File: src/hw/wh_conc_pkg.sv
// ###########################################################################
// wormhole concentrator shared types
// flit, length and channel id widths, the header overlay and the link bundle
// ###########################################################################

package wh_conc_pkg;

  localparam int FLIT_W = 16;
  localparam int LEN_W  = 4;
  localparam int CID_W  = 2;

  // one flit on any link
  typedef logic [FLIT_W-1:0] flit_t;

  // number of payload flits after the header
  typedef logic [LEN_W-1:0] len_t;

  // channel id selecting the unconcentrated link
  typedef logic [CID_W-1:0] cid_t;

  // header view of a flit, len sits in the lowest bits
  typedef struct packed {
    logic [FLIT_W-LEN_W-CID_W-1:0] pad;
    cid_t                          cid;
    len_t                          len;
  } hdr_s;

  // one direction of a link
  // v and data come from this side's sender, ready_rev is this side's receive-ready
  typedef struct packed {
    logic  v;
    flit_t data;
    logic  ready_rev;
  } link_s;

endpackage

File: src/hw/wh_two_fifo.sv
// ###########################################################################
// two-entry flit buffer
// registered not-full ready on the input, valid/yumi on the output side
// ###########################################################################

`timescale 1ns/1ps

module wh_two_fifo
(
  input  logic               clk_i,
  input  logic               rst_n_i,
  input  logic               v_i,
  input  wh_conc_pkg::flit_t data_i,
  output logic               ready_o,
  output logic               v_o,
  output wh_conc_pkg::flit_t data_o,
  input  logic               yumi_i
);

  wh_conc_pkg::flit_t mem_r [2];
  logic [1:0]         wr_ptr_r;
  logic [1:0]         rd_ptr_r;
  logic               full_r;
  logic               empty_r;
  logic               enq;

  // ready comes straight from a flop, no path back from the consumer
  assign ready_o = ~full_r;
  assign enq     = v_i & ~full_r;

  assign v_o    = ~empty_r;
  assign data_o = rd_ptr_r[1] ? mem_r[1] : mem_r[0];

  always_ff @(posedge clk_i or negedge rst_n_i)
  begin
    if (!rst_n_i)
    begin
      wr_ptr_r <= 2'b01;
      rd_ptr_r <= 2'b01;
      full_r   <= 1'b0;
      empty_r  <= 1'b1;
    end
    else
    begin
      if (enq)
        wr_ptr_r <= {wr_ptr_r[0], wr_ptr_r[1]};
      if (yumi_i)
        rd_ptr_r <= {rd_ptr_r[0], rd_ptr_r[1]};
      // occupancy only moves when exactly one side acts
      if (enq && !yumi_i)
      begin
        empty_r <= 1'b0;
        full_r  <= ~empty_r;
      end
      else if (yumi_i && !enq)
      begin
        full_r  <= 1'b0;
        empty_r <= ~full_r;
      end
    end
  end

  always_ff @(posedge clk_i)
  begin
    for (int k = 0; k < 2; k++)
    begin
      if (enq && wr_ptr_r[k])
        mem_r[k] <= data_i;
    end
  end

endmodule

File: src/hw/wh_input_ctrl.sv
// ###########################################################################
// wormhole input packet tracker
// follows header and payload count, requests a destination, flags last flit
// ###########################################################################

`timescale 1ns/1ps

module wh_input_ctrl
#(
  parameter int dests_p = 1
)
(
  input  logic               clk_i,
  input  logic               rst_n_i,
  input  logic               fifo_v_i,
  input  logic               fifo_yumi_i,
  input  logic [dests_p-1:0] dest_i,
  input  wh_conc_pkg::len_t  len_i,
  output logic [dests_p-1:0] reqs_o,
  output logic               release_o
);

  logic               hdr_exp_r;
  wh_conc_pkg::len_t  cnt_r;
  logic [dests_p-1:0] dest_r;
  logic [dests_p-1:0] dest_cur;
  logic               last_flit;

  // on the header the decode is live, afterwards the latched copy steers
  assign dest_cur = hdr_exp_r ? dest_i : dest_r;
  assign reqs_o   = fifo_v_i ? dest_cur : '0;

  // header-only packet ends on its header
  assign last_flit = hdr_exp_r ? (len_i == '0) : (cnt_r == wh_conc_pkg::len_t'(1));
  assign release_o = fifo_v_i & last_flit;

  always_ff @(posedge clk_i or negedge rst_n_i)
  begin
    if (!rst_n_i)
    begin
      hdr_exp_r <= 1'b1;
      cnt_r     <= '0;
      dest_r    <= '0;
    end
    else if (fifo_yumi_i)
    begin
      if (hdr_exp_r)
      begin
        cnt_r  <= len_i;
        dest_r <= dest_i;
        if (len_i != '0)
          hdr_exp_r <= 1'b0;
      end
      else
      begin
        cnt_r <= cnt_r - 1'b1;
        if (last_flit)
          hdr_exp_r <= 1'b1;
      end
    end
  end

endmodule

File: src/hw/wh_output_arb.sv
// ###########################################################################
// wormhole output arbiter
// round-robin pick, grant held for a whole packet, one-hot flit select
// ###########################################################################

`timescale 1ns/1ps

module wh_output_arb
#(
  parameter int num_in_p = 4
)
(
  input  logic                                clk_i,
  input  logic                                rst_n_i,
  input  logic [num_in_p-1:0]                 reqs_i,
  input  logic [num_in_p-1:0]                 release_i,
  input  logic [num_in_p-1:0]                 valid_i,
  input  wh_conc_pkg::flit_t [num_in_p-1:0]   data_i,
  output logic [num_in_p-1:0]                 yumi_o,
  input  logic                                ready_i,
  output logic                                valid_o,
  output wh_conc_pkg::flit_t                  data_o
);

  localparam int idx_w_lp = (num_in_p > 1) ? $clog2(num_in_p) : 1;

  logic [idx_w_lp-1:0] prio_r;
  logic                locked_r;
  logic [num_in_p-1:0] grant_r;
  logic [num_in_p-1:0] pick;
  logic [num_in_p-1:0] sel;
  logic [idx_w_lp-1:0] sel_idx;
  logic                found;
  logic                xfer;
  logic                last_flit;
  int                  cand;

  // first requester at or after the priority pointer
  always_comb
  begin
    pick  = '0;
    found = 1'b0;
    for (int off = 0; off < num_in_p; off++)
    begin
      cand = int'(prio_r) + off;
      if (cand >= num_in_p)
        cand = cand - num_in_p;
      if (!found && reqs_i[cand])
      begin
        pick[cand] = 1'b1;
        found      = 1'b1;
      end
    end
  end

  assign sel = locked_r ? grant_r : pick;

  always_comb
  begin
    sel_idx = '0;
    data_o  = '0;
    for (int i = 0; i < num_in_p; i++)
    begin
      if (sel[i])
      begin
        sel_idx = idx_w_lp'(i);
        data_o  = data_o | data_i[i];
      end
    end
  end

  assign valid_o   = |(sel & valid_i);
  assign xfer      = valid_o & ready_i;
  assign yumi_o    = sel & {num_in_p{xfer}};
  assign last_flit = |(sel & release_i);

  // lock as soon as a flit is offered so v and data stay put under back-pressure
  always_ff @(posedge clk_i or negedge rst_n_i)
  begin
    if (!rst_n_i)
    begin
      prio_r   <= '0;
      locked_r <= 1'b0;
      grant_r  <= '0;
    end
    else if (valid_o)
    begin
      if (xfer && last_flit)
      begin
        locked_r <= 1'b0;
        grant_r  <= '0;
        prio_r   <= (sel_idx == idx_w_lp'(num_in_p - 1)) ? '0 : sel_idx + 1'b1;
      end
      else
      begin
        locked_r <= 1'b1;
        grant_r  <= sel;
      end
    end
  end

endmodule

File: src/hw/wh_merge_path.sv
// ###########################################################################
// merge direction
// per-input buffer and tracker lanes joined by one round-robin arbiter
// ###########################################################################

`timescale 1ns/1ps

module wh_merge_path
#(
  parameter int num_in_p = 4
)
(
  input  logic                                clk_i,
  input  logic                                rst_n_i,
  input  wh_conc_pkg::link_s [num_in_p-1:0]   links_i,
  output wh_conc_pkg::link_s [num_in_p-1:0]   links_o,
  input  logic                                conc_ready_i,
  output logic                                conc_v_o,
  output wh_conc_pkg::flit_t                  conc_data_o
);

  logic [num_in_p-1:0]               fifo_v;
  wh_conc_pkg::flit_t [num_in_p-1:0] fifo_data;
  logic [num_in_p-1:0]               reqs;
  logic [num_in_p-1:0]               releases;
  logic [num_in_p-1:0]               yumis;

  for (genvar i = 0; i < num_in_p; i++)
  begin : lane
    wh_conc_pkg::hdr_s hdr;

    wh_two_fifo u_fifo
    (
      .clk_i   (clk_i),
      .rst_n_i (rst_n_i),
      .v_i     (links_i[i].v),
      .data_i  (links_i[i].data),
      .ready_o (links_o[i].ready_rev),
      .v_o     (fifo_v[i]),
      .data_o  (fifo_data[i]),
      .yumi_i  (yumis[i])
    );

    assign hdr = fifo_data[i];

    // only one way out of a lane, so the destination is always bit 0
    wh_input_ctrl #(.dests_p(1)) u_ctrl
    (
      .clk_i       (clk_i),
      .rst_n_i     (rst_n_i),
      .fifo_v_i    (fifo_v[i]),
      .fifo_yumi_i (yumis[i]),
      .dest_i      (1'b1),
      .len_i       (hdr.len),
      .reqs_o      (reqs[i]),
      .release_o   (releases[i])
    );

    // the return direction of these links belongs to the split path
    assign links_o[i].v    = 1'b0;
    assign links_o[i].data = '0;
  end

  wh_output_arb #(.num_in_p(num_in_p)) u_arb
  (
    .clk_i     (clk_i),
    .rst_n_i   (rst_n_i),
    .reqs_i    (reqs),
    .release_i (releases),
    .valid_i   (fifo_v),
    .data_i    (fifo_data),
    .yumi_o    (yumis),
    .ready_i   (conc_ready_i),
    .valid_o   (conc_v_o),
    .data_o    (conc_data_o)
  );

endmodule

File: src/hw/wh_split_path.sv
// ###########################################################################
// split direction
// buffers the concentrated link and steers each packet to its cid output
// ###########################################################################

`timescale 1ns/1ps

module wh_split_path
#(
  parameter int num_in_p = 4
)
(
  input  logic                clk_i,
  input  logic                rst_n_i,
  input  logic                conc_v_i,
  input  wh_conc_pkg::flit_t  conc_data_i,
  output logic                conc_ready_o,
  input  logic [num_in_p-1:0] out_ready_i,
  output logic [num_in_p-1:0] out_v_o,
  output wh_conc_pkg::flit_t  out_data_o
);

  logic                fifo_v;
  wh_conc_pkg::flit_t  fifo_data;
  wh_conc_pkg::hdr_s   hdr;
  logic [num_in_p-1:0] dest_dec;
  logic [num_in_p-1:0] reqs;
  logic                yumi;

  wh_two_fifo u_fifo
  (
    .clk_i   (clk_i),
    .rst_n_i (rst_n_i),
    .v_i     (conc_v_i),
    .data_i  (conc_data_i),
    .ready_o (conc_ready_o),
    .v_o     (fifo_v),
    .data_o  (fifo_data),
    .yumi_i  (yumi)
  );

  assign hdr = fifo_data;

  // cid to one-hot, only meaningful while the front flit is a header
  always_comb
  begin
    for (int k = 0; k < num_in_p; k++)
    begin
      dest_dec[k] = (hdr.cid == wh_conc_pkg::cid_t'(k));
    end
  end

  // the tracker remembers the destination for the payload flits
  wh_input_ctrl #(.dests_p(num_in_p)) u_ctrl
  (
    .clk_i       (clk_i),
    .rst_n_i     (rst_n_i),
    .fifo_v_i    (fifo_v),
    .fifo_yumi_i (yumi),
    .dest_i      (dest_dec),
    .len_i       (hdr.len),
    .reqs_o      (reqs),
    .release_o   ()
  );

  assign out_v_o    = reqs;
  assign out_data_o = fifo_data;

  // a busy destination stalls everything behind it
  assign yumi = |(reqs & out_ready_i);

endmodule

File: src/hw/wh_concentrator.sv
// ###########################################################################
// wormhole concentrator top
// N unconcentrated links merged onto one link and split back out
// ###########################################################################

`timescale 1ns/1ps

module wh_concentrator
#(
  parameter int num_in_p = 4
)
(
  input  logic                              clk_i,
  input  logic                              rst_n_i,
  input  wh_conc_pkg::link_s [num_in_p-1:0] links_i,
  output wh_conc_pkg::link_s [num_in_p-1:0] links_o,
  input  wh_conc_pkg::link_s                conc_link_i,
  output wh_conc_pkg::link_s                conc_link_o
);

  wh_conc_pkg::link_s [num_in_p-1:0] merge_links;
  logic [num_in_p-1:0]               split_ready;
  logic [num_in_p-1:0]               split_v;
  wh_conc_pkg::flit_t                split_data;

  wh_merge_path #(.num_in_p(num_in_p)) u_merge
  (
    .clk_i        (clk_i),
    .rst_n_i      (rst_n_i),
    .links_i      (links_i),
    .links_o      (merge_links),
    .conc_ready_i (conc_link_i.ready_rev),
    .conc_v_o     (conc_link_o.v),
    .conc_data_o  (conc_link_o.data)
  );

  wh_split_path #(.num_in_p(num_in_p)) u_split
  (
    .clk_i        (clk_i),
    .rst_n_i      (rst_n_i),
    .conc_v_i     (conc_link_i.v),
    .conc_data_i  (conc_link_i.data),
    .conc_ready_o (conc_link_o.ready_rev),
    .out_ready_i  (split_ready),
    .out_v_o      (split_v),
    .out_data_o   (split_data)
  );

  // merge owns the ready back to each link, split owns the forward flits
  for (genvar i = 0; i < num_in_p; i++)
  begin : link_map
    assign split_ready[i]       = links_i[i].ready_rev;
    assign links_o[i].v         = split_v[i];
    assign links_o[i].data      = split_data;
    assign links_o[i].ready_rev = merge_links[i].ready_rev;
  end

endmodule

File: config.mk
export PLATFORM = sky130hd
export DESIGN_NAME = wh_concentrator
export DESIGN_NICKNAME = d
export VERILOG_FILES = /design/src/hw/wh_conc_pkg.sv /design/src/hw/wh_two_fifo.sv /design/src/hw/wh_input_ctrl.sv /design/src/hw/wh_output_arb.sv /design/src/hw/wh_merge_path.sv /design/src/hw/wh_split_path.sv /design/src/hw/wh_concentrator.sv
export SDC_FILE = /design/constraint.sdc
export NUM_CORES = 1
export LEC_CHECK = 0
export ABC_CLOCK_PERIOD_IN_PS = 6100
export BUFFER_PORTS_ARGS = -buffer_cell sky130_fd_sc_hd__buf_2
export CAP_MARGIN = 20
export CORE_MARGIN = 1.5
export CORE_UTILIZATION = 35
export CTS_CLUSTER_SIZE = 16
export DETAILED_ROUTE_END_ITERATION = 7
export PLACE_DENSITY = 0.65
export SLEW_MARGIN = 20
export SYNTH_ARGS = -nofsm -noshare
export SYNTH_HDL_FRONTEND = slang
export SYNTH_SLANG_ARGS = --single-unit
File: constraint.sdc
create_clock -name clk_i -period 6.1 [get_ports clk_i]
set_input_delay 1.22 -clock clk_i [delete_from_list [all_inputs] [get_ports clk_i]]
set_output_delay 1.22 -clock clk_i [all_outputs]
set_load 0.03 [all_outputs]
==> metrics, run 1 <==
Layout Skew=0.01882 ns; CTS Hold Bufs=0; Post-synth EDFFs=160; Mapped Cells=780; post-synthesis net count=894; share of layout cells above drive strength 1=34.05%; first-pass GRT wire length=34.06 mm; final WL=21.99 mm; Max Cap Viol=0; CTS tree=done; Chip Width=177.9 um; critical-path maximum fanout=22; Final Setup Violations=0; clk_lat worst skew=0.53 ns; post-place setup slack=1.093 ns; Layout area overhead=15.60%; status=finished clean; Syn Std Cell Area=0.01071 mm^2; pwr/cell area=396.3 mW/mm^2; H-tree depth=1; drt first pass iters=4; # port buffers=181; die area=0.03166 mm^2; Seq/Total Area, Yosys=61.45%; Post-CTS Resized=0; post-CTS setup buffer count=0; hold path startpoint=u_merge.lane[0].u_ctrl.dest_r$_DFFE_PN0P_; TritonCTS Buffers=25; Overflow after GRT=0; Via density=4.961; Max-slew headroom=33.35%; clk sinks=230; ys flop type=edfxtp_1; setup slack after layout=0.4931 ns; Clock Path Buffers=3; Die Ht=177.9 um; RSZ-0062 raised after global routing=false; root buffer cell=clkbuf_16; Worst-Margin Slew=0.9998 ns; gpl congestion=0.8651; WP data arrival=4.39 ns; area of the core=0.02987 mm^2; number of global-route vias before repair=6384; Post-DRT Antenna Nets=0; routed length per instance=16.68 um; IO Count=182; Startpoint Class=flip-flop; Reg clk slew, reported paths=0.06 ns; crit path kind=flip-flop to output port; Worst EP required=4.88 ns; flops & latches, synth=230; maximum VDD drop=0.3283 mV; row cnt=63; Mapped Avg Cell Area=13.73 um^2; fin crit period=5.607 ns; fraction of registers with async set/reset=30.43%; drt initial violations=375; Ys Warns=0; worst setup path startpoint=u_merge.u_arb.prio_r[0]$_DFFE_PN0P_; final worst-path cycle share=91.92%; Fin. Hold Viols=0; largest net degree at the start of global routing=71; Pins Over Slew Limit=0; GRT Total Usage=13.80%; Reg2Reg Launch Point=u_merge.u_arb.prio_r[0]$_DFFE_PN0P_; Initial Util=35.85%; Vias=6539; critical path endpoint category=output port; initial antenna violation count=7; post-synthesis cell type count=68; Nets=1020; TNS Setup=0 ns; Min-Delay Path Class=flip-flop to flip-flop; DRC=0; Max Clk Rate=178.4 MHz; HPWL Detailed=15.85 mm; Leakage Power=4.719 nW
==> per-layer routing <==
layer  track usage (%)  wire length [um]  vias to the layer above
met4             4.377               497                        4
met3             3.021              1278                       41
met2             23.20             10850                      150
met5                 0                20                        -
li1                  -                 -                     3134
met1             17.65              9339                     3210
==> cell usage after synthesis (8+ instances only) <==
library cell | n | area (um^2)
ha_1 | 22 | 275.3
and2_1 | 11 | 68.82
inv_1 | 32 | 120.1
nand2_1 | 29 | 108.9
buf_4 | 56 | 420.4
mux2_2 | 40 | 450.4
o211a_1 | 10 | 100.1
a31oi_1 | 8 | 50.05
o22ai_1 | 15 | 93.84
nor2_1 | 36 | 135.1
a21oi_1 | 19 | 95.09
mux2i_1 | 69 | 690.7
nor3_1 | 18 | 90.09
dfrtp_1 | 50 | 1251
nor2b_1 | 10 | 62.56
edfxtp_1 | 160 | 4805
o31ai_1 | 13 | 97.59
clkbuf_1 | 21 | 78.83
buf_2 | 10 | 50.05
o21ai_0 | 31 | 155.2
dfstp_2 | 20 | 525.5
==> cell type report <==
type	count	area, um^2
Sequential cell	230	6581
Multi-Input combinational cell	430	3456
Tap cell	390	488.0
Inverter	33	123.9
Antenna cell	3	7.507
Fill cell	2720	17490
Clock inverter	18	141.4
Timing Repair Buffer	186	945.9
Clock buffer	28	636.9
==> report_power, final <==
| group | internal (W) | switching (W) | total, W |
|---|---|---|---|
| Clock | 0.000835 | 0.000592 | 0.00143 |
| Sequential | 0.00183 | 0.000185 | 0.00202 |
| Combinational | 0.000568 | 0.000895 | 0.00146 |
==> flip-flops by register name, indices dropped and copies added (netlist names), 2 cells and up <==
| name | cells |
|---|---|
| u_split.u_fifo.rd_ptr_r | 2 |
| u_merge.lane.u_fifo.rd_ptr_r | 8 |
| u_merge.lane.u_fifo.empty_r | 4 |
| u_split.u_fifo.wr_ptr_r | 2 |
| u_merge.u_arb.prio_r | 2 |
| u_merge.lane.u_fifo.wr_ptr_r | 8 |
| u_split.u_ctrl.dest_r | 4 |
| u_merge.lane.u_ctrl.hdr_exp_r | 4 |
| u_merge.lane.u_fifo.full_r | 4 |
| u_split.u_fifo.mem_r | 32 |
| u_merge.lane.u_ctrl.cnt_r | 16 |
| u_merge.lane.u_fifo.mem_r | 128 |
| u_merge.u_arb.grant_r | 4 |
| u_split.u_ctrl.cnt_r | 4 |
| u_merge.lane.u_ctrl.dest_r | 4 |
==> kinds of logic (layout without fill, tap and decap cells) <==
| logic type | Yosys count | count (layout) | synth area share (%) |
|---|---|---|---|
| muxes | 114 | 114 | 11.50 |
| other | 0 | 3 | 0 |
| DFF | 230 | 230 | 61.45 |
| AOI/OAI and AO/OA | 141 | 141 | 10.07 |
| adders and majority gates | 22 | 22 | 2.570 |
| and+or+nand+nor | 153 | 153 | 8.131 |
| buffers and inverters | 120 | 265 | 6.285 |
==> stage by stage <==
stage / power (W) / hold WS (ns) / util, % / instance area, um^2 / cells
global placement: 0.003464 / 0.4419 / 38.81 / 11590 / 1269
floorplan: 0.003149 / 0.4288 / - / 10710 / 780
detailed placement: 0.003503 / 0.4550 / 38.81 / 11590 / 1269
global route: 0.005190 / 0.4871 / 41.42 / 12370 / 1315
finish: 0.004907 / 0.4708 / 41.44 / 12380 / 1318
CTS: 0.004942 / 0.4733 / 41.42 / 12370 / 1315
==> layout by cell type, fill, tap and decap left out, types with 4 or more instances in the layout <==
cell type  instances
nand2b_1           7
clkbuf_16         25
a21oi_1           19
dfstp_2           20
nand4b_1           7
clkinv_1           7
mux2i_1           69
o211a_1           10
o31ai_1           13
nand4_1            7
clkinv_2           6
edfxtp_1         160
a31oi_1            8
buf_2            180
and2_1            11
nor3_1            18
buf_4              6
ha_1              22
o21ai_0           31
nand3_1            7
inv_1             32
dfrtp_1           50
o22ai_1           15
mux2_2            40
a21o_1             4
nor2_1            36
o21a_1             4
nor2b_1           10
a211oi_2           4
nand2_1           29
==> worst max-delay path: stages, from the launching register on <==
cell and delay, ns:
dfrtp_1 0.62, inv_2 0.22, ha_1 0.41, mux2i_1 0.50
nor4_1 0.20, o211a_1 0.29, o32ai_4 0.81, a2bb2oi_4 0.27
and2_4 0.27, inv_1 0.09, buf_2 0.18
==> final timing paths <==
check / end / slack, ns / cells after the start
min: u_merge.lane[0].u_ctrl.dest_r$_DFFE_PN0P_ / 0.47 / 1
min reg2reg: u_merge.lane[0].u_ctrl.dest_r$_DFFE_PN0P_ / 0.47 / 1
max reg2reg: u_merge.lane[2].u_fifo.empty_r$_DFFE_PN1P_ / 1.51 / 12
min in group asynchronous: u_merge.lane[3].u_fifo.wr_ptr_r[1]$_DFFE_PN0P_ / 0.82 / 1
max in group asynchronous: u_split.u_ctrl.cnt_r[0]$_DFFE_PN0P_ / 4.65 / 1
max: conc_link_o[17] / 0.49 / 10
No activity file was read; power rests on OpenSTA's default activity.
==> run 2, diff against run 1 <==
--- a/config.mk
+++ b/config.mk
@@ -13,6 +13,7 @@
 export CTS_CLUSTER_SIZE = 16
 export DETAILED_ROUTE_END_ITERATION = 7
 export PLACE_DENSITY = 0.65
+export REMOVE_ABC_BUFFERS = 1
 export SLEW_MARGIN = 20
 export SYNTH_ARGS = -nofsm -noshare
 export SYNTH_HDL_FRONTEND = slang
==> constraint.sdc (replaced) <==
create_clock -name clk_i -period 6.1 [get_ports clk_i]
set_input_delay 0.61 -clock clk_i [delete_from_list [all_inputs] [get_ports clk_i]]
set_output_delay 0.61 -clock clk_i [all_outputs]
set_load 0.03 [all_outputs]
==> metrics, run 2 (synthesized netlist as in run 1, its figures left out) <==
Reg2Reg Launch Point=u_merge.u_arb.prio_r[0]$_DFFE_PN0P_ (unchanged); Max-slew headroom=28.23% (was 33.35%); Pint=0.003211 W (was 0.003235 W); post-CTS setup buffer count=0 (unchanged); Sw Share=34.19% (was 34.07%); M2 GR Usage=23.49% (was 23.20%); Pins Over Slew Limit=0 (unchanged); final worst-path cycle share=81.72% (was 91.92%); Comb power frac=30.1% (was 29.8%); Post-CTS Resized=0 (unchanged); Reg power frac=41.2% (was 41.1%); Nets=1020 (unchanged); CTS tree=done (unchanged); final WL=22.35 mm (was 21.99 mm); drt first pass iters=5 (was 4); fin crit period=4.985 ns (was 5.607 ns); Max Clk Rate=200.6 MHz (was 178.4 MHz); Vias=6478 (was 6539); crit path kind=flip-flop to output port (unchanged); Max Cap Viol=0 (unchanged); TNS Setup=0 ns (unchanged); setup slack after layout=1.115 ns (was 0.4931 ns); clock power share=28.6% (was 29.1%); GRT Max-Usage Layer=met2 (unchanged); worst r2r path cells=12 (unchanged); GRT met1 Usage=18.81% (was 17.65%); Worst EP required=5.49 ns (was 4.88 ns); Min-Delay Path Class=input port to async pin (was flip-flop to flip-flop); largest net degree at the start of global routing=71 (unchanged); Most flops, register=u_merge.lane.u_fifo.mem_r (unchanged); share of layout cells above drive strength 1=34.16% (was 34.05%); pwr/cell area=394.8 mW/mm^2 (was 396.3 mW/mm^2); critical-path maximum fanout=22 (unchanged); Post-DRT Antenna Nets=0 (unchanged); most common cell after layout, fill and taps aside=buf_2 (unchanged); initial antenna violation count=1 (was 7); routed length per instance=16.99 um (was 16.68 um); post-place setup slack=1.593 ns (was 1.093 ns); gpl congestion=0.8022 (was 0.8651); Overflow after GRT=0 (unchanged); HPWL Detailed=15.96 mm (was 15.85 mm); # port buffers=181 (unchanged); clk_lat worst skew=0.51 ns (was 0.53 ns); TritonCTS Buffers=25 (unchanged); total power=0.004879 W (was 0.004907 W); RSZ-0062 raised after global routing=false (unchanged); worst setup path startpoint=u_merge.u_arb.prio_r[0]$_DFFE_PN0P_ (unchanged); IO Count=182 (unchanged); Fin. Hold Viols=0 (unchanged); H-tree depth=1 (unchanged); maximum VDD drop=0.1873 mV (was 0.3283 mV); Layout Skew=0.01110 ns (was 0.01882 ns); Psw=0.001668 W (was 0.001672 W); Layout area overhead=15.39% (was 15.60%); status=finished clean (unchanged); row cnt=63 (unchanged); clk sinks=230 (unchanged); die area=0.03166 mm^2 (unchanged); Chip Width=177.9 um (unchanged); Startpoint Class=flip-flop (unchanged); first-pass GRT wire length=34.44 mm (was 34.06 mm); Clock Path Buffers=3 (unchanged); CTS Hold Bufs=0 (unchanged); area of the core=0.02987 mm^2 (unchanged); Via density=4.922 (was 4.961); Initial Util=35.85% (unchanged); Die Ht=177.9 um (unchanged); WP data arrival=4.37 ns (was 4.39 ns); Worst-Margin Slew=1.077 ns (was 0.9998 ns); max reg flops=128 (unchanged); GRT met3 Usage=2.571% (was 3.021%); Reg clk slew, reported paths=0.06 ns (about the same); Final Setup Violations=0 (unchanged); GRT Total Usage=13.95% (was 13.80%); commonest cells after routing, fill and taps aside=180 x buf_2, 160 x edfxtp_1, 69 x mux2i_1, 50 x dfrtp_1, 40 x mux2_2 (unchanged); drt initial violations=353 (was 375); DRC=0 (unchanged); critical path endpoint category=output port (unchanged); root buffer cell=clkbuf_16 (unchanged); Leakage Power=4.717 nW (was 4.719 nW); number of global-route vias before repair=6272 (was 6384); top flop regs=u_merge.lane.u_fifo.mem_r: 128 flops, u_split.u_fifo.mem_r: 32 flops, u_merge.lane.u_ctrl.cnt_r: 16 flops (unchanged)
## run 2: final cells by class
type | count | area (um^2)
multi-input combinational | 430 | 3456
inverter | 33 | 123.9
timing repair buffer | 186 | 945.9
sequential | 230 | 6581
tap | 390 | 488.0
clock buffer | 33 | 665.6
clock inverter | 13 | 95.09
fill | 2709 | 17520
antenna | 1 | 2.502
## run 2: critical path, stage by stage, from the launching register on
cell and delay (ns):
dfrtp_1 0.63, inv_2 0.22, ha_1 0.41, mux2i_1 0.51
nor4_1 0.20, o211a_1 0.29, o32ai_4 0.83, a2bb2oi_4 0.26
and2_4 0.27, inv_1 0.06, buf_2 0.18
## run 2: stage by stage
stage / hold slack [ns] / std cells / cell area, um^2 / utilization (%)
finish: 0.2363 / 1316 / 12360 / 41.37
global route: 0.2589 / 1316 / 12360 / 41.37
CTS: 0.2563 / 1315 / 12360 / 41.36
detailed placement: 0.4499 / 1269 / 11590 / 38.81
global placement: 0.4401 / 1269 / 11590 / 38.81
floorplan: 0.3144 / 693 / 10160 / -
## run 2: final timing paths
path / endpoint / slack (ns)
setup reg to reg: u_merge.lane[2].u_fifo.empty_r$_DFFE_PN1P_ / 1.57
min in group clk_i: u_merge.lane[0].u_fifo.mem_r[0][20]$_DFFE_PP_ / 0.28
hold reg to reg: u_merge.lane[0].u_ctrl.dest_r$_DFFE_PN0P_ / 0.46
setup / recovery: conc_link_o[17] / 1.12
hold / removal: u_merge.lane[1].u_fifo.wr_ptr_r[1]$_DFFE_PN0P_ / 0.24
max in group asynchronous: u_merge.lane[0].u_ctrl.cnt_r[2]$_DFFE_PN0P_ / 5.27
## run 2: power by group through the flow
| stage | clock (W) | sequential [W] | combinational [W] |
|---|---|---|---|
| finish | 0.00140 | 0.00201 | 0.00147 |
| floorplan | 0 | 0.00199 | 0.00109 |
| global route | 0.00149 | 0.00204 | 0.00161 |
| global placement | 0 | 0.00204 | 0.00144 |
| CTS | 0.00143 | 0.00201 | 0.00147 |
| detailed placement | 0 | 0.00204 | 0.00147 |
## run 2: layer usage
metal	wire (um)	up-vias
met1	9998	3163
met2	10830	171
li1	-	3118
met4	311	0
met5	0	-
met3	1214	26
==> run 3, diff against run 2 <==
--- a/config.mk
+++ b/config.mk
@@ -5,7 +5,7 @@
 export SDC_FILE = /design/constraint.sdc
 export NUM_CORES = 1
 export LEC_CHECK = 0
-export ABC_CLOCK_PERIOD_IN_PS = 6100
+export ABC_CLOCK_PERIOD_IN_PS = 4600
 export BUFFER_PORTS_ARGS = -buffer_cell sky130_fd_sc_hd__buf_2
 export CAP_MARGIN = 20
 export CORE_MARGIN = 1.5
==> constraint.sdc (replaced) <==
create_clock -name clk_i -period 4.6 [get_ports clk_i]
set_input_delay 0.46 -clock clk_i [delete_from_list [all_inputs] [get_ports clk_i]]
set_output_delay 0.46 -clock clk_i [all_outputs]
set_load 0.03 [all_outputs]
==> metrics, run 3 (synthesized netlist as in run 1, its figures left out) <==
final WL=23.00 mm (was 22.35 mm); Initial Util=35.85% (unchanged); post-CTS setup buffer count=0 (unchanged); TritonCTS Buffers=25 (unchanged); status=finished clean (unchanged); largest net degree at the start of global routing=71 (unchanged); RR Endpoint=u_merge.lane[1].u_fifo.empty_r$_DFFE_PN1P_ (was u_merge.lane[2].u_fifo.empty_r$_DFFE_PN1P_); Via density=4.943 (was 4.922); Layout Skew=0.009441 ns (was 0.01110 ns); Multi-input gate area=0.003456 mm^2 (unchanged); Leakage Power=4.776 nW (was 4.717 nW); clk_lat worst skew=0.52 ns (was 0.51 ns); WP data arrival=3.92 ns (was 4.37 ns); Final Setup Violations=0 (unchanged); Max Clk Rate=228.3 MHz; critical path endpoint category=output port (unchanged); max reg flops=128 (unchanged); Vias=6560 (was 6478); final worst-path cycle share=95.22%; Cells after DPL=1277 (was 1269); crit path kind=flip-flop to output port (unchanged); Min-Delay Path Class=input port to async pin (unchanged); share of layout cells above drive strength 1=34.94% (was 34.16%); H-tree depth=1 (unchanged); drt first pass iters=5 (unchanged); top flop regs=u_merge.lane.u_fifo.mem_r: 128 flops, u_split.u_fifo.mem_r: 32 flops, u_merge.lane.u_ctrl.cnt_r: 16 flops (unchanged); initial antenna violation count=6 (was 1); Sequential Area=0.006581 mm^2 (unchanged); TNS Setup=0 ns (unchanged); # port buffers=181 (unchanged); clk sinks=230 (unchanged); pwr/cell area=535.1 mW/mm^2 (was 394.8 mW/mm^2); critical-path maximum fanout=22 (unchanged); Worst EP required=4.14 ns (was 5.49 ns); Max-slew headroom=28.87% (was 28.23%); CTS tree=done (unchanged); DRC=0 (unchanged); RSZ-0062 raised after global routing=false (unchanged); Filler Cells Inserted=2729 (was 2709); most common cell after layout, fill and taps aside=buf_2 (unchanged); Post-DRT Antenna Nets=0 (unchanged); HPWL Detailed=16.25 mm (was 15.96 mm); Fin. Hold Viols=0 (unchanged); gpl congestion=0.7886 (was 0.8022); Pins Over Slew Limit=0 (unchanged); Reg clk slew, reported paths=0.06 ns (about the same); setup slack after layout=0.2200 ns (was 1.115 ns); crit path to=conc_link_o[17] (unchanged); reg2reg setup slack=0.63 ns (was 1.57 ns); GRT Total Usage=14.45% (was 13.95%); worst setup path startpoint=u_merge.lane[0].u_fifo.empty_r$_DFFE_PN1P_ (was u_merge.u_arb.prio_r[0]$_DFFE_PN0P_); Most flops, register=u_merge.lane.u_fifo.mem_r (unchanged); Non-Filler Instances=1327 (was 1316); root buffer cell=clkbuf_16 (unchanged); Clock Path Buffers=3 (unchanged); Reg2Reg Launch Point=u_merge.u_arb.prio_r[0]$_DFFE_PN0P_ (unchanged); number of global-route vias before repair=6447 (was 6272); Worst-Margin Slew=1.067 ns (was 1.077 ns); Die Ht=177.9 um (unchanged); row cnt=63 (unchanged); Startpoint Class=flip-flop (unchanged); CTS Hold Bufs=0 (unchanged); Nets=1028 (was 1020); drt initial violations=456 (was 353); commonest cells after routing, fill and taps aside=180 x buf_2, 160 x edfxtp_1, 69 x mux2i_1, 50 x dfrtp_1, 40 x mux2_2 (unchanged); maximum VDD drop=0.2900 mV (was 0.1873 mV); first-pass GRT wire length=35.38 mm (was 34.44 mm); Max Cap Viol=0 (unchanged); fin crit period=4.380 ns; Final Util=41.82% (was 41.37%); Layout area overhead=16.66% (was 15.39%); post-place setup slack=0.6542 ns (was 1.593 ns); die area=0.03166 mm^2 (unchanged); routed length per instance=17.33 um (was 16.99 um); total power=0.006686 W (was 0.004879 W); area of the core=0.02987 mm^2 (unchanged); IO Count=182 (unchanged); Chip Width=177.9 um (unchanged); worst r2r path cells=11 (was 12); Overflow after GRT=0 (unchanged)
## run 3: report_power, final
group	total (W)	switching, W	internal, W
clock	0.00202	0.000807	0.00121
sequential	0.00265	0.000217	0.00243
combinational	0.00202	0.00124	0.000780
## run 3: worst min-delay path by stage
stage	startpoint	end	slack, ns
after global placement	u_merge.lane[0].u_ctrl.dest_r$_DFFE_PN0P_	u_merge.lane[0].u_ctrl.dest_r$_DFFE_PN0P_	0.44
after CTS	links_i[51]	u_merge.lane[2].u_fifo.mem_r[0][14]$_DFFE_PP_	0.10
after detailed placement	u_merge.lane[0].u_ctrl.dest_r$_DFFE_PN0P_	u_merge.lane[0].u_ctrl.dest_r$_DFFE_PN0P_	0.45
final	rst_n_i	u_merge.lane[1].u_fifo.wr_ptr_r[1]$_DFFE_PN0P_	0.07
after floorplan	rst_n_i	u_merge.lane[0].u_ctrl.cnt_r[0]$_DFFE_PN0P_	0.16
after global routing	conc_link_i[1]	u_split.u_fifo.mem_r[0][0]$_DFFE_PP_	0.1
## run 3: per-stage QoR
stage	hold slack (ns)	cell area, um^2
after floorplan	0.1644	10160
after global placement	0.4449	11650
after detailed placement	0.4456	11650
after CTS	0.1041	12480
after global routing	0.09987	12490
final	0.07305	12490
## run 3: timing repair
action	in CTS	in global routing
endpoints found under the setup margin	0	1
hold endpoints to repair	0	0
gates resized for setup	0	0
## run 3: cell type report
cell class	instances	share of cell area [%]
flip-flops and latches	230	52.67
inverters	33	0.9914
multi-input cells	430	27.66
repair buffers	194	8.051
diodes	4	0.08011
well taps	390	3.905
clock inverters	12	1.202
clock buffers	34	5.438
## run 3: routing by layer
metal,wire (um),GRT usage (%),up-vias
met5,27,0,-
met4,333,3.151,4
met3,1303,3.085,30
met2,11320,24.71,180
met1,10020,18.76,3210
li1,-,-,3136
## run 3: critical path: stages, from the launching register on
cell	delay, ns
dfstp_2	0.57
o21ba_1	0.26
mux4_2	0.54
a21oi_1	0.18
nand3_1	0.15
o32ai_4	0.88
a2bb2oi_4	0.26
and2_4	0.26
inv_1	0.09
buf_2	0.18
